<file path="src/hdl/decode_pkg.sv">
`default_nettype none

package decode_pkg;

	localparam int XLEN = 32;
	localparam int REG_W = 5;

	// major opcodes, insn[6:0]
	localparam logic [6:0] OPC_LOAD = 7'h03;
	localparam logic [6:0] OPC_MISC_MEM = 7'h0f;
	localparam logic [6:0] OPC_OP_IMM = 7'h13;
	localparam logic [6:0] OPC_AUIPC = 7'h17;
	localparam logic [6:0] OPC_STORE = 7'h23;
	localparam logic [6:0] OPC_OP = 7'h33;
	localparam logic [6:0] OPC_LUI = 7'h37;
	localparam logic [6:0] OPC_BRANCH = 7'h63;
	localparam logic [6:0] OPC_JALR = 7'h67;
	localparam logic [6:0] OPC_JAL = 7'h6f;

	localparam logic [6:0] FUNCT7_BASE = 7'h00;
	localparam logic [6:0] FUNCT7_ALT = 7'h20; // sub, sra, srai
	localparam logic [6:0] FUNCT7_MULDIV = 7'h01;

	localparam logic [REG_W-1:0] LINK_REG_RA = 5'd1;
	localparam logic [REG_W-1:0] LINK_REG_ALT = 5'd5;

	typedef enum logic [5:0]
	{
		II,
		NOP,
		LB,
		LH,
		LW,
		LBU,
		LHU,
		SB,
		SH,
		SW,
		ADDI, SLTI, SLTIU, XORI, ORI, ANDI,
		SLLI, SRLI, SRAI,
		ADDU, SUBU, SLL, SLT, SLTU,
		XOR, SRL, SRA, OR, AND,
		MUL, MULH, MULHSU, MULHU,
		DIV, DIVU, REM, REMU,
		LUI,
		AUIPC,
		BEQ, BNE, BLT, BGE, BLTU, BGEU,
		J,
		JAL,
		JR,
		JALR,
		RET
	} uop_op_t;

endpackage

`default_nettype wire

</file>
<file path="src/hdl/imm_gen.sv">
`timescale 1ns/1ps
`default_nettype none

module imm_gen import decode_pkg::*;
(
	input wire [31:0] insn,
	input wire [XLEN-1:0] pc,
	output logic [XLEN-1:0] imm_i,
	output logic [XLEN-1:0] imm_s,
	output logic [XLEN-1:0] imm_u,
	output logic [XLEN-1:0] pc_plus_u,
	output logic [XLEN-1:0] pc_plus_b,
	output logic [XLEN-1:0] pc_plus_j
);

	logic [XLEN-1:0] imm_b;
	logic [XLEN-1:0] imm_j;

	assign imm_i = {{(XLEN-12){insn[31]}}, insn[31:20]};
	assign imm_s = {{(XLEN-12){insn[31]}}, insn[31:25], insn[11:7]};
	assign imm_u = {insn[31:12], 12'd0};

	// b and j offsets are scattered, bit 0 always zero
	assign imm_b = {{(XLEN-13){insn[31]}}, insn[31], insn[7], insn[30:25],
		insn[11:8], 1'b0};
	assign imm_j = {{(XLEN-21){insn[31]}}, insn[31], insn[19:12], insn[20],
		insn[30:21], 1'b0};

	assign pc_plus_u = pc + imm_u; // auipc
	assign pc_plus_b = pc + imm_b; // branch target
	assign pc_plus_j = pc + imm_j; // jal target

endmodule

`default_nettype wire

</file>
<file path="src/hdl/alu_decode.sv">
`timescale 1ns/1ps
`default_nettype none

module alu_decode import decode_pkg::*;
(
	input wire [31:0] insn,
	input wire [XLEN-1:0] imm_i,
	input wire [XLEN-1:0] imm_u,
	input wire [XLEN-1:0] pc_plus_u,
	output logic hit,
	output uop_op_t op,
	output logic dst_valid,
	output logic src_a_valid,
	output logic src_b_valid,
	output logic [XLEN-1:0] imm,
	output logic is_cheap
);

	logic [6:0] opcode;
	logic [2:0] funct3;
	logic [6:0] funct7;
	logic [REG_W-1:0] rd;

	assign opcode = insn[6:0];
	assign funct3 = insn[14:12];
	assign funct7 = insn[31:25];
	assign rd = insn[11:7];

	assign hit = opcode inside {OPC_OP_IMM, OPC_OP, OPC_LUI, OPC_AUIPC, OPC_MISC_MEM};

	always_comb
	begin
		op = II;
		dst_valid = 1'b0;
		src_a_valid = 1'b0;
		src_b_valid = 1'b0;
		imm = '0;
		is_cheap = 1'b1;
		case (opcode)
			OPC_OP_IMM:
			begin
				dst_valid = 1'b1;
				src_a_valid = 1'b1;
				imm = imm_i;
				case (funct3)
					3'd0: op = ADDI;
					3'd1: op = (funct7 == FUNCT7_BASE) ? SLLI : II;
					3'd2: op = SLTI;
					3'd3: op = SLTIU;
					3'd4: op = XORI;
					3'd5: op = (funct7 == FUNCT7_BASE) ? SRLI :
						(funct7 == FUNCT7_ALT) ? SRAI : II;
					3'd6: op = ORI;
					default: op = ANDI;
				endcase
			end
			OPC_OP:
			begin
				dst_valid = 1'b1;
				src_a_valid = 1'b1;
				src_b_valid = 1'b1;
				case (funct7)
					FUNCT7_BASE:
					begin
						case (funct3)
							3'd0: op = ADDU;
							3'd1: op = SLL;
							3'd2: op = SLT;
							3'd3: op = SLTU;
							3'd4: op = XOR;
							3'd5: op = SRL;
							3'd6: op = OR;
							default: op = AND;
						endcase
					end
					FUNCT7_ALT:
					begin
						op = (funct3 == 3'd0) ? SUBU : (funct3 == 3'd5) ? SRA : II;
					end
					FUNCT7_MULDIV:
					begin
						is_cheap = 1'b0; // multi-cycle unit
						case (funct3)
							3'd0: op = MUL;
							3'd1: op = MULH;
							3'd2: op = MULHSU;
							3'd3: op = MULHU;
							3'd4: op = DIV;
							3'd5: op = DIVU;
							3'd6: op = REM;
							default: op = REMU;
						endcase
					end
					default: op = II;
				endcase
			end
			OPC_LUI:
			begin
				op = LUI;
				dst_valid = 1'b1;
				imm = imm_u;
			end
			OPC_AUIPC:
			begin
				op = AUIPC;
				dst_valid = 1'b1;
				imm = pc_plus_u; // pc already folded in
			end
			OPC_MISC_MEM: op = NOP; // fence
			default: op = II;
		endcase

		if (op == II)
			is_cheap = 1'b0;
		else if (rd == '0)
		begin
			// result to x0 is thrown away
			op = NOP;
			dst_valid = 1'b0;
			src_a_valid = 1'b0;
			src_b_valid = 1'b0;
		end
	end

endmodule

`default_nettype wire

</file>
<file path="src/hdl/mem_decode.sv">
`timescale 1ns/1ps
`default_nettype none

module mem_decode import decode_pkg::*;
(
	input wire [31:0] insn,
	input wire [XLEN-1:0] imm_i,
	input wire [XLEN-1:0] imm_s,
	output logic hit,
	output uop_op_t op,
	output logic is_store,
	output logic dst_valid,
	output logic [XLEN-1:0] imm
);

	logic [6:0] opcode;
	logic [2:0] funct3;
	logic [REG_W-1:0] rd;

	assign opcode = insn[6:0];
	assign funct3 = insn[14:12];
	assign rd = insn[11:7];

	assign hit = (opcode == OPC_LOAD) || (opcode == OPC_STORE);
	assign is_store = (opcode == OPC_STORE);
	assign dst_valid = (opcode == OPC_LOAD) && (rd != '0);
	assign imm = is_store ? imm_s : imm_i;

	always_comb
	begin
		op = II;
		if (opcode == OPC_LOAD)
		begin
			case (funct3)
				3'd0: op = LB;
				3'd1: op = LH;
				3'd2: op = LW;
				3'd4: op = LBU;
				3'd5: op = LHU;
				default: op = II; // ld, lwu are rv64 only
			endcase
		end
		else if (opcode == OPC_STORE)
		begin
			case (funct3)
				3'd0: op = SB;
				3'd1: op = SH;
				3'd2: op = SW;
				default: op = II;
			endcase
		end
	end

endmodule

`default_nettype wire

</file>
<file path="src/hdl/ctrl_flow_decode.sv">
`timescale 1ns/1ps
`default_nettype none

module ctrl_flow_decode import decode_pkg::*;
(
	input wire [31:0] insn,
	input wire insn_pred,
	input wire [XLEN-1:0] pc_plus_b,
	input wire [XLEN-1:0] pc_plus_j,
	input wire [XLEN-1:0] imm_i,
	output logic hit,
	output uop_op_t op,
	output logic dst_valid,
	output logic src_a_valid,
	output logic src_b_valid,
	output logic [XLEN-1:0] imm,
	output logic br_pred,
	output logic is_cheap
);

	logic [6:0] opcode;
	logic [REG_W-1:0] rd;
	logic [REG_W-1:0] rs1;
	logic rs1_is_link;

	assign opcode = insn[6:0];
	assign rd = insn[11:7];
	assign rs1 = insn[19:15];
	assign rs1_is_link = (rs1 == LINK_REG_RA) || (rs1 == LINK_REG_ALT);

	assign hit = opcode inside {OPC_BRANCH, OPC_JAL, OPC_JALR};

	always_comb
	begin
		op = II;
		dst_valid = 1'b0;
		src_a_valid = 1'b0;
		src_b_valid = 1'b0;
		imm = '0;
		br_pred = 1'b1; // jumps are always taken
		is_cheap = 1'b1;
		case (opcode)
			OPC_BRANCH:
			begin
				src_a_valid = 1'b1;
				src_b_valid = 1'b1;
				imm = pc_plus_b;
				br_pred = insn_pred;
				case (insn[14:12])
					3'd0: op = BEQ;
					3'd1: op = BNE;
					3'd4: op = BLT;
					3'd5: op = BGE;
					3'd6: op = BLTU;
					3'd7: op = BGEU;
					default: op = II;
				endcase
			end
			OPC_JAL:
			begin
				imm = pc_plus_j;
				dst_valid = (rd != '0);
				op = (rd == '0) ? J : JAL;
				is_cheap = (rd != '0);
			end
			OPC_JALR:
			begin
				src_a_valid = 1'b1;
				imm = imm_i;
				dst_valid = (rd != '0);
				if (rd != '0)
					op = JALR;
				else
					op = rs1_is_link ? RET : JR; // ret pops the ras
			end
			default:
			begin
				br_pred = 1'b0;
				is_cheap = 1'b0;
			end
		endcase
	end

endmodule

`default_nettype wire

</file>
<file path="src/hdl/uop_reg.sv">
`timescale 1ns/1ps
`default_nettype none

module uop_reg import decode_pkg::*;
(
	input wire clk,
	input wire rst_n,
	input wire insn_valid,
	input wire [31:0] insn,
	input wire [XLEN-1:0] pc,
	input wire [XLEN-1:0] insn_pred_target,
	input wire alu_hit,
	input var uop_op_t alu_op,
	input wire alu_dst_valid,
	input wire alu_src_a_valid,
	input wire alu_src_b_valid,
	input wire [XLEN-1:0] alu_imm,
	input wire alu_is_cheap,
	input wire mem_hit,
	input var uop_op_t mem_op,
	input wire mem_is_store,
	input wire mem_dst_valid,
	input wire [XLEN-1:0] mem_imm,
	input wire cf_hit,
	input var uop_op_t cf_op,
	input wire cf_dst_valid,
	input wire cf_src_a_valid,
	input wire cf_src_b_valid,
	input wire [XLEN-1:0] cf_imm,
	input wire cf_br_pred,
	input wire cf_is_cheap,
	output logic uop_valid,
	output uop_op_t uop_op,
	output logic [REG_W-1:0] uop_dst,
	output logic uop_dst_valid,
	output logic [REG_W-1:0] uop_src_a,
	output logic uop_src_a_valid,
	output logic [REG_W-1:0] uop_src_b,
	output logic uop_src_b_valid,
	output logic [XLEN-1:0] uop_imm,
	output logic [XLEN-1:0] uop_pc,
	output logic [XLEN-1:0] uop_jmp_target,
	output logic uop_is_mem,
	output logic uop_is_store,
	output logic uop_is_br,
	output logic uop_is_int,
	output logic uop_is_cheap_int,
	output logic uop_br_pred
);

	uop_op_t n_op;
	logic n_dst_valid;
	logic n_src_a_valid;
	logic n_src_b_valid;
	logic [XLEN-1:0] n_imm;
	logic n_is_cheap;
	logic n_br_pred;
	logic [XLEN-1:0] n_jmp_target;

	always_comb
	begin
		n_op = II;
		n_dst_valid = 1'b0;
		n_src_a_valid = 1'b0;
		n_src_b_valid = 1'b0;
		n_imm = '0;
		n_is_cheap = 1'b0;
		n_br_pred = 1'b0;
		n_jmp_target = '0;
		if (alu_hit)
		begin
			n_op = alu_op;
			n_dst_valid = alu_dst_valid;
			n_src_a_valid = alu_src_a_valid;
			n_src_b_valid = alu_src_b_valid;
			n_imm = alu_imm;
			n_is_cheap = alu_is_cheap;
		end
		else if (mem_hit)
		begin
			n_op = mem_op;
			n_dst_valid = mem_dst_valid;
			n_src_a_valid = 1'b1; // base address
			n_src_b_valid = mem_is_store; // store data
			n_imm = mem_imm;
		end
		else if (cf_hit)
		begin
			n_op = cf_op;
			n_dst_valid = cf_dst_valid;
			n_src_a_valid = cf_src_a_valid;
			n_src_b_valid = cf_src_b_valid;
			n_imm = cf_imm;
			n_is_cheap = cf_is_cheap;
			n_br_pred = cf_br_pred;
			if (cf_op inside {JR, JALR, RET})
				n_jmp_target = insn_pred_target;
		end
	end

	always_ff @(posedge clk)
	begin
		if (!rst_n)
		begin
			uop_valid <= 1'b0;
			uop_op <= II;
			uop_dst <= '0;
			uop_dst_valid <= 1'b0;
			uop_src_a <= '0;
			uop_src_a_valid <= 1'b0;
			uop_src_b <= '0;
			uop_src_b_valid <= 1'b0;
			uop_imm <= '0;
			uop_pc <= '0;
			uop_jmp_target <= '0;
			uop_is_mem <= 1'b0;
			uop_is_store <= 1'b0;
			uop_is_br <= 1'b0;
			uop_is_int <= 1'b0;
			uop_is_cheap_int <= 1'b0;
			uop_br_pred <= 1'b0;
		end
		else
		begin
			uop_valid <= insn_valid;
			if (insn_valid)
			begin
				uop_op <= n_op;
				uop_dst <= insn[11:7];
				uop_dst_valid <= n_dst_valid;
				uop_src_a <= insn[19:15];
				uop_src_a_valid <= n_src_a_valid;
				uop_src_b <= insn[24:20];
				uop_src_b_valid <= n_src_b_valid;
				uop_imm <= n_imm;
				uop_pc <= pc;
				uop_jmp_target <= n_jmp_target;
				uop_is_mem <= mem_hit;
				uop_is_store <= mem_hit && mem_is_store;
				uop_is_br <= cf_hit;
				uop_is_int <= alu_hit || cf_hit;
				uop_is_cheap_int <= n_is_cheap;
				uop_br_pred <= n_br_pred;
			end
		end
	end

endmodule

`default_nettype wire

</file>
<file path="src/hdl/decode_top.sv">
`timescale 1ns/1ps
`default_nettype none

module decode_top import decode_pkg::*;
(
	input wire clk,
	input wire rst_n,
	input wire insn_valid,
	input wire [31:0] insn,
	input wire [XLEN-1:0] pc,
	input wire insn_pred,
	input wire [XLEN-1:0] insn_pred_target,
	output logic uop_valid,
	output uop_op_t uop_op,
	output logic [REG_W-1:0] uop_dst,
	output logic uop_dst_valid,
	output logic [REG_W-1:0] uop_src_a,
	output logic uop_src_a_valid,
	output logic [REG_W-1:0] uop_src_b,
	output logic uop_src_b_valid,
	output logic [XLEN-1:0] uop_imm,
	output logic [XLEN-1:0] uop_pc,
	output logic [XLEN-1:0] uop_jmp_target,
	output logic uop_is_mem,
	output logic uop_is_store,
	output logic uop_is_br,
	output logic uop_is_int,
	output logic uop_is_cheap_int,
	output logic uop_br_pred
);

	logic [XLEN-1:0] imm_i, imm_s, imm_u;
	logic [XLEN-1:0] pc_plus_u, pc_plus_b, pc_plus_j;

	logic alu_hit, alu_dst_valid, alu_src_a_valid, alu_src_b_valid, alu_is_cheap;
	uop_op_t alu_op;
	logic [XLEN-1:0] alu_imm;

	logic mem_hit, mem_is_store, mem_dst_valid;
	uop_op_t mem_op;
	logic [XLEN-1:0] mem_imm;

	logic cf_hit, cf_dst_valid, cf_src_a_valid, cf_src_b_valid, cf_br_pred, cf_is_cheap;
	uop_op_t cf_op;
	logic [XLEN-1:0] cf_imm;

	imm_gen u_imm_gen (.insn(insn), .pc(pc), .imm_i(imm_i), .imm_s(imm_s), .imm_u(imm_u),
		.pc_plus_u(pc_plus_u), .pc_plus_b(pc_plus_b), .pc_plus_j(pc_plus_j));

	alu_decode u_alu (.insn(insn), .imm_i(imm_i), .imm_u(imm_u), .pc_plus_u(pc_plus_u),
		.hit(alu_hit), .op(alu_op), .dst_valid(alu_dst_valid),
		.src_a_valid(alu_src_a_valid), .src_b_valid(alu_src_b_valid),
		.imm(alu_imm), .is_cheap(alu_is_cheap));

	mem_decode u_mem (.insn(insn), .imm_i(imm_i), .imm_s(imm_s), .hit(mem_hit), .op(mem_op),
		.is_store(mem_is_store), .dst_valid(mem_dst_valid), .imm(mem_imm));

	ctrl_flow_decode u_cf (.insn(insn), .insn_pred(insn_pred), .pc_plus_b(pc_plus_b),
		.pc_plus_j(pc_plus_j), .imm_i(imm_i), .hit(cf_hit), .op(cf_op),
		.dst_valid(cf_dst_valid), .src_a_valid(cf_src_a_valid),
		.src_b_valid(cf_src_b_valid), .imm(cf_imm), .br_pred(cf_br_pred),
		.is_cheap(cf_is_cheap));

	uop_reg u_uop_reg (.clk(clk), .rst_n(rst_n), .insn_valid(insn_valid), .insn(insn),
		.pc(pc), .insn_pred_target(insn_pred_target),
		.alu_hit(alu_hit), .alu_op(alu_op), .alu_dst_valid(alu_dst_valid),
		.alu_src_a_valid(alu_src_a_valid), .alu_src_b_valid(alu_src_b_valid),
		.alu_imm(alu_imm), .alu_is_cheap(alu_is_cheap),
		.mem_hit(mem_hit), .mem_op(mem_op), .mem_is_store(mem_is_store),
		.mem_dst_valid(mem_dst_valid), .mem_imm(mem_imm),
		.cf_hit(cf_hit), .cf_op(cf_op), .cf_dst_valid(cf_dst_valid),
		.cf_src_a_valid(cf_src_a_valid), .cf_src_b_valid(cf_src_b_valid),
		.cf_imm(cf_imm), .cf_br_pred(cf_br_pred), .cf_is_cheap(cf_is_cheap),
		.uop_valid(uop_valid), .uop_op(uop_op), .uop_dst(uop_dst),
		.uop_dst_valid(uop_dst_valid), .uop_src_a(uop_src_a),
		.uop_src_a_valid(uop_src_a_valid), .uop_src_b(uop_src_b),
		.uop_src_b_valid(uop_src_b_valid), .uop_imm(uop_imm), .uop_pc(uop_pc),
		.uop_jmp_target(uop_jmp_target), .uop_is_mem(uop_is_mem),
		.uop_is_store(uop_is_store), .uop_is_br(uop_is_br), .uop_is_int(uop_is_int),
		.uop_is_cheap_int(uop_is_cheap_int), .uop_br_pred(uop_br_pred));

endmodule

`default_nettype wire

</file>
<file path="config.mk">
export PLATFORM = sky130hd
export DESIGN_NAME = decode_top
export DESIGN_NICKNAME = d
export VERILOG_FILES = /design/src/hdl/decode_pkg.sv /design/src/hdl/imm_gen.sv /design/src/hdl/alu_decode.sv /design/src/hdl/mem_decode.sv /design/src/hdl/ctrl_flow_decode.sv /design/src/hdl/uop_reg.sv /design/src/hdl/decode_top.sv
export SDC_FILE = /design/constraint.sdc
export NUM_CORES = 1
export LEC_CHECK = 0
export BUFFER_PORTS_ARGS = -buffer_cell sky130_fd_sc_hd__buf_2
export CAP_MARGIN = 20
export CORE_ASPECT_RATIO = 0.6
export CORE_MARGIN = 4
export CORE_UTILIZATION = 25
export CTS_CLUSTER_DIAMETER = 30
export DETAILED_ROUTE_END_ITERATION = 10
export PLACE_DENSITY = 0.4
export SLEW_MARGIN = 10
export SYNTH_ARGS = -nofsm -noshare
export SYNTH_HDL_FRONTEND = slang
export SYNTH_HIERARCHICAL = 1
export SYNTH_SLANG_ARGS = --single-unit
export TNS_END_PERCENT = 1
</file>
<file path="constraint.sdc">
create_clock -name clk -period 5.75 [get_ports clk]
set_input_delay 0.8625 -clock clk [delete_from_list [all_inputs] [get_ports clk]]
set_output_delay 0.8625 -clock clk [all_outputs]
set_load 0.1 [all_outputs]
</file>
==> out/results.env <==
OUTCOME='finished clean'
YOSYSUNIQUECELLTYPES=87
SLEW_VIOLATIONS=0
CLOCK_LATENCY_LATE_SINK_NS=0.45
TIMING.REG2REG.SETUP_SLACK_NS=4.93
ANTENNA_VIOLATING_NETS_POST_ROUTE=0
AREA.GROWTH.SYNTH_TO_FINAL_PCT=10.6
TIMING.CRITICAL_PATH.FANOUT_MAX=7
POSTSYNTHREGISTERBITS=127
FINISH.UTILIZATION_PCT=28.2
CTS_NUM_SINKS=127
MIN_PATH_TYPE='register to register'
GLOBAL_ROUTE.USAGE.TOTAL_PCT=18.9
PLACE_HPWL_UM=39900
CELLPOWERDENSITY_nW_PER_UM2=217
SYNTH-SEQ-AREA-SHARE_PCT=19.4
CP.ARRIVAL_NS=4.51
ANTENNA_VIOLATIONS_BEFORE_REPAIR=0
IR_WORST_VDD_uV=219
FLOORPLAN.ROWS=64
SYN_AREA_PER_CELL_UM2=7.59
FINAL.PERIOD_UTILIZATION_PCT=72.9
DRC_ERRORS=0
PIN_COUNT_OF_THE_BIGGEST_NET_ENTERING_GLOBAL_ROUTING=86
CTSHOLDBUFFERS=0
TOTAL_NUMBER_OF_VIAS=12848
CTS_POST_SETUP_BUFFERS_INSERTED=0
CTS-ROOT-BUF='sky130_fd_sc_hd__clkbuf_16'
CORE_AREA_UM2=51500
SYNTH_EDF_COUNT=0
CRITICAL_PATH_REQUIRED_NS=6.07
IO-PIN-COUNT=227
FMAXACHIEVABLE_MHz=238
FRACTION_OF_LAYOUT_INSTANCES_USING_A_DRIVE_STRENGTH_ABOVE_1_PCT=20.2
STATIC_LEAKAGE_nW=6.61
NUM-FILL-CELLS=5622
MIN_CLOCK_PERIOD_POST_ROUTE_NS=4.19
FIRST_PASS_GRT_WIRE_LENGTH_UM=80500
PLACE_CONGESTION=0.892
SYNTHARSTFLOPSHARE_PCT=0
WORST_SETUP_HOLD_PATH_CLK_SLEW_NS=0.07
FF_LATCH_AREA_UM2=2540
GR-TOTAL-OVERFLOW=0
POSTPLACECELLAREA_UM2=13900
LAUNCHING_ELEMENT_TYPE_OF_THE_CRITICAL_PATH='input port'
TIGHTESTPINTRANSITION_NS=1.08
YOSYSWARNINGS=6
LAYOUT.CELLS.NON_FILLER=2469
GRT_PASS1_VIAS=11809
LAYOUT_COMMONEST_CELL='sky130_fd_sc_hd__buf_2'
DIEAREA_UM2=56400
COUNT_OF_MAPPED_CELLS_OUT_OF_SYNTHESIS=1730
DRT_FIRST_ITER_VIOLATIONS=1240
CLOCK_TREE.BUFFER_DEPTH=2
TIMING.CLOCK.SKEW_NS=0
MAX-SLEW-MARGIN-REL_PCT=27.5
PLACE_INST=2435
SETUP_TOTAL_NEGATIVE_SLACK_NS=0
CTS_BUFFERS=17
CRITPATHKIND='input port to register'
UNREPAIRED_SETUP_ENDPOINTS_AFTER_GLOBAL_ROUTING='no'
START_UTIL_PCT=25.5
NUMPORTBUFFERS=226
MULTIINPUTGATEAREA_UM2=9080
DRTPASS1ITERATIONS=6
ROUTE.DETAILED.WL_PER_INST_UM=22.2
FINAL_AREA_UM2=14500
DETAIL_ROUTE.WIRELENGTH_UM=54800
DIE_WIDTH_UM=304
FP.DIEH_UM=186
H-TREE-DEPTH=4
FINAL_CELL_MIX='224 x sky130_fd_sc_hd__buf_2, 173 x sky130_fd_sc_hd__nor2_1, 158 x sky130_fd_sc_hd__a21oi_1, 127 x sky130_fd_sc_hd__dfxtp_1, 125 x sky130_fd_sc_hd__nand2_1'
FINISH.NET_COUNT=1919
CRITICAL_PATH.ENDPOINT_TYPE='register'
DRV.MAX_CAP_VIOLATION_COUNT=0
SYNTH_FLOP_CELL='sky130_fd_sc_hd__dfxtp_1'
SYN_AREA_UM2=13100
FINALHOLDVIOLCOUNT=0
DRT-VIAS-PER-INSTANCE=5.20
TIMING.FINAL.SETUP_VIOLATIONS=0
CTS_RESIZED=0
TRITONCTS='yes'
-- worst max-delay path, stage by stage --
cell                       delay, ns
sky130_fd_sc_hd__buf_2          0.17
sky130_fd_sc_hd__ha_1           0.27
sky130_fd_sc_hd__fa_1           0.43
sky130_fd_sc_hd__a211o_1        0.36
sky130_fd_sc_hd__a211o_1        0.32
sky130_fd_sc_hd__a221o_1        0.36
sky130_fd_sc_hd__a2111o_1       0.50
sky130_fd_sc_hd__a21bo_1        0.23
sky130_fd_sc_hd__a211o_1        0.29
sky130_fd_sc_hd__mux2i_1        0.13
sky130_fd_sc_hd__o21ai_0        0.11
sky130_fd_sc_hd__and3b_1        0.18
sky130_fd_sc_hd__o221ai_1       0.20
sky130_fd_sc_hd__a21oi_1        0.09
-- per-stage QoR --
step	setup slack (ns)	power (mW)	hold slack (ns)
after floorplan	1.77	1.77	0.869
after global placement	1.20	2.01	0.430
after detailed placement	1.13	2.01	0.434
after CTS	1.64	3.20	0.445
after global routing	1.39	3.34	0.461
final	1.56	3.16	0.441
-- power by group --
group	leakage, nW	switching (mW)	internal, mW
combinational	5.28	0.741	0.351
sequential	1.03	0.0114	0.903
clock	0.288	0.531	0.623
total	6.61	1.28	1.88
-- synth_stat cells, types with 9 or more instances --
master | n | area, um^2
sky130_fd_sc_hd__a211oi_1 | 14 | 105
sky130_fd_sc_hd__a21o_1 | 60 | 450
sky130_fd_sc_hd__a21oi_1 | 160 | 801
sky130_fd_sc_hd__a31oi_1 | 13 | 81.3
sky130_fd_sc_hd__and3_1 | 11 | 68.8
sky130_fd_sc_hd__and3b_1 | 41 | 359
sky130_fd_sc_hd__buf_1 | 16 | 60.1
sky130_fd_sc_hd__buf_2 | 37 | 185
sky130_fd_sc_hd__buf_4 | 116 | 871
sky130_fd_sc_hd__clkbuf_1 | 73 | 274
sky130_fd_sc_hd__dfxtp_1 | 127 | 2540
sky130_fd_sc_hd__ha_1 | 55 | 688
sky130_fd_sc_hd__inv_1 | 26 | 97.6
sky130_fd_sc_hd__mux2_4 | 28 | 420
sky130_fd_sc_hd__mux2i_1 | 118 | 1180
sky130_fd_sc_hd__nand2_1 | 125 | 469
sky130_fd_sc_hd__nand2b_1 | 49 | 307
sky130_fd_sc_hd__nand3_1 | 18 | 90.1
sky130_fd_sc_hd__nand4_1 | 44 | 275
sky130_fd_sc_hd__nor2_1 | 173 | 649
sky130_fd_sc_hd__nor2b_1 | 10 | 62.6
sky130_fd_sc_hd__nor3_1 | 21 | 105
sky130_fd_sc_hd__o211ai_1 | 12 | 90.1
sky130_fd_sc_hd__o21ai_0 | 87 | 435
sky130_fd_sc_hd__o21ai_1 | 33 | 165
sky130_fd_sc_hd__o21bai_1 | 9 | 67.6
sky130_fd_sc_hd__o221ai_1 | 40 | 350
sky130_fd_sc_hd__xnor2_1 | 45 | 394
sky130_fd_sc_hd__xor2_1 | 24 | 210
-- cells by family after synthesis --
group,share of synthesized area (%)
AO/OA/AOI/OAI,23.5
adder cells (fa/ha/maj),5.69
AND/OR/NAND/NOR,22.2
XOR/XNOR,4.60
buffers and inverters,12.0
multiplexers,12.5
flip-flops,19.4
other,0.0572
-- layer usage --
layer | share of wire (%) | up-vias | routed length (um) | track usage [%]
met5 | 0 | - | 0 | 0
met1 | 52 | 6258 | 28800 | 29.2
met3 | 7.1 | 12 | 3900 | 5.13
met2 | 40 | 399 | 21900 | 26.1
li1 | - | 6179 | - | -
met4 | 0.45 | 0 | 246 | 2.63
-- cell type report --
cell class                      count  area share, %
Multi-Input combinational cell   1338           62.4
Sequential cell                   127           17.5
Timing Repair Buffer              251           9.36
Tap cell                          693           5.96
Clock buffer                       18           3.02
Clock inverter                     14           1.01
Inverter                           26          0.680
Antenna cell                        2         0.0344
-- flip-flops by register name, summed over array words and instances (netlist names), 5 cells and up --
signal and count:
u_uop_reg/uop_dst 5, u_uop_reg/uop_imm 32, u_uop_reg/uop_jmp_target 32, u_uop_reg/uop_op 6
u_uop_reg/uop_pc 32, u_uop_reg/uop_src_a 5, u_uop_reg/uop_src_b 5
-- worst paths after layout --
check                                    start                      endpoint  depth (start not counted)
hold reg to reg   u_uop_reg/uop_jmp_target[19]  u_uop_reg/uop_jmp_target[19]                          2
setup / recovery                      insn[21]         u_uop_reg/uop_imm[27]                         14
setup reg to reg    u_uop_reg/uop_is_cheap_int    u_uop_reg/uop_is_cheap_int                          3
hold / removal    u_uop_reg/uop_jmp_target[19]  u_uop_reg/uop_jmp_target[19]                          2
Note: power is estimated with default switching activity, not from simulation.
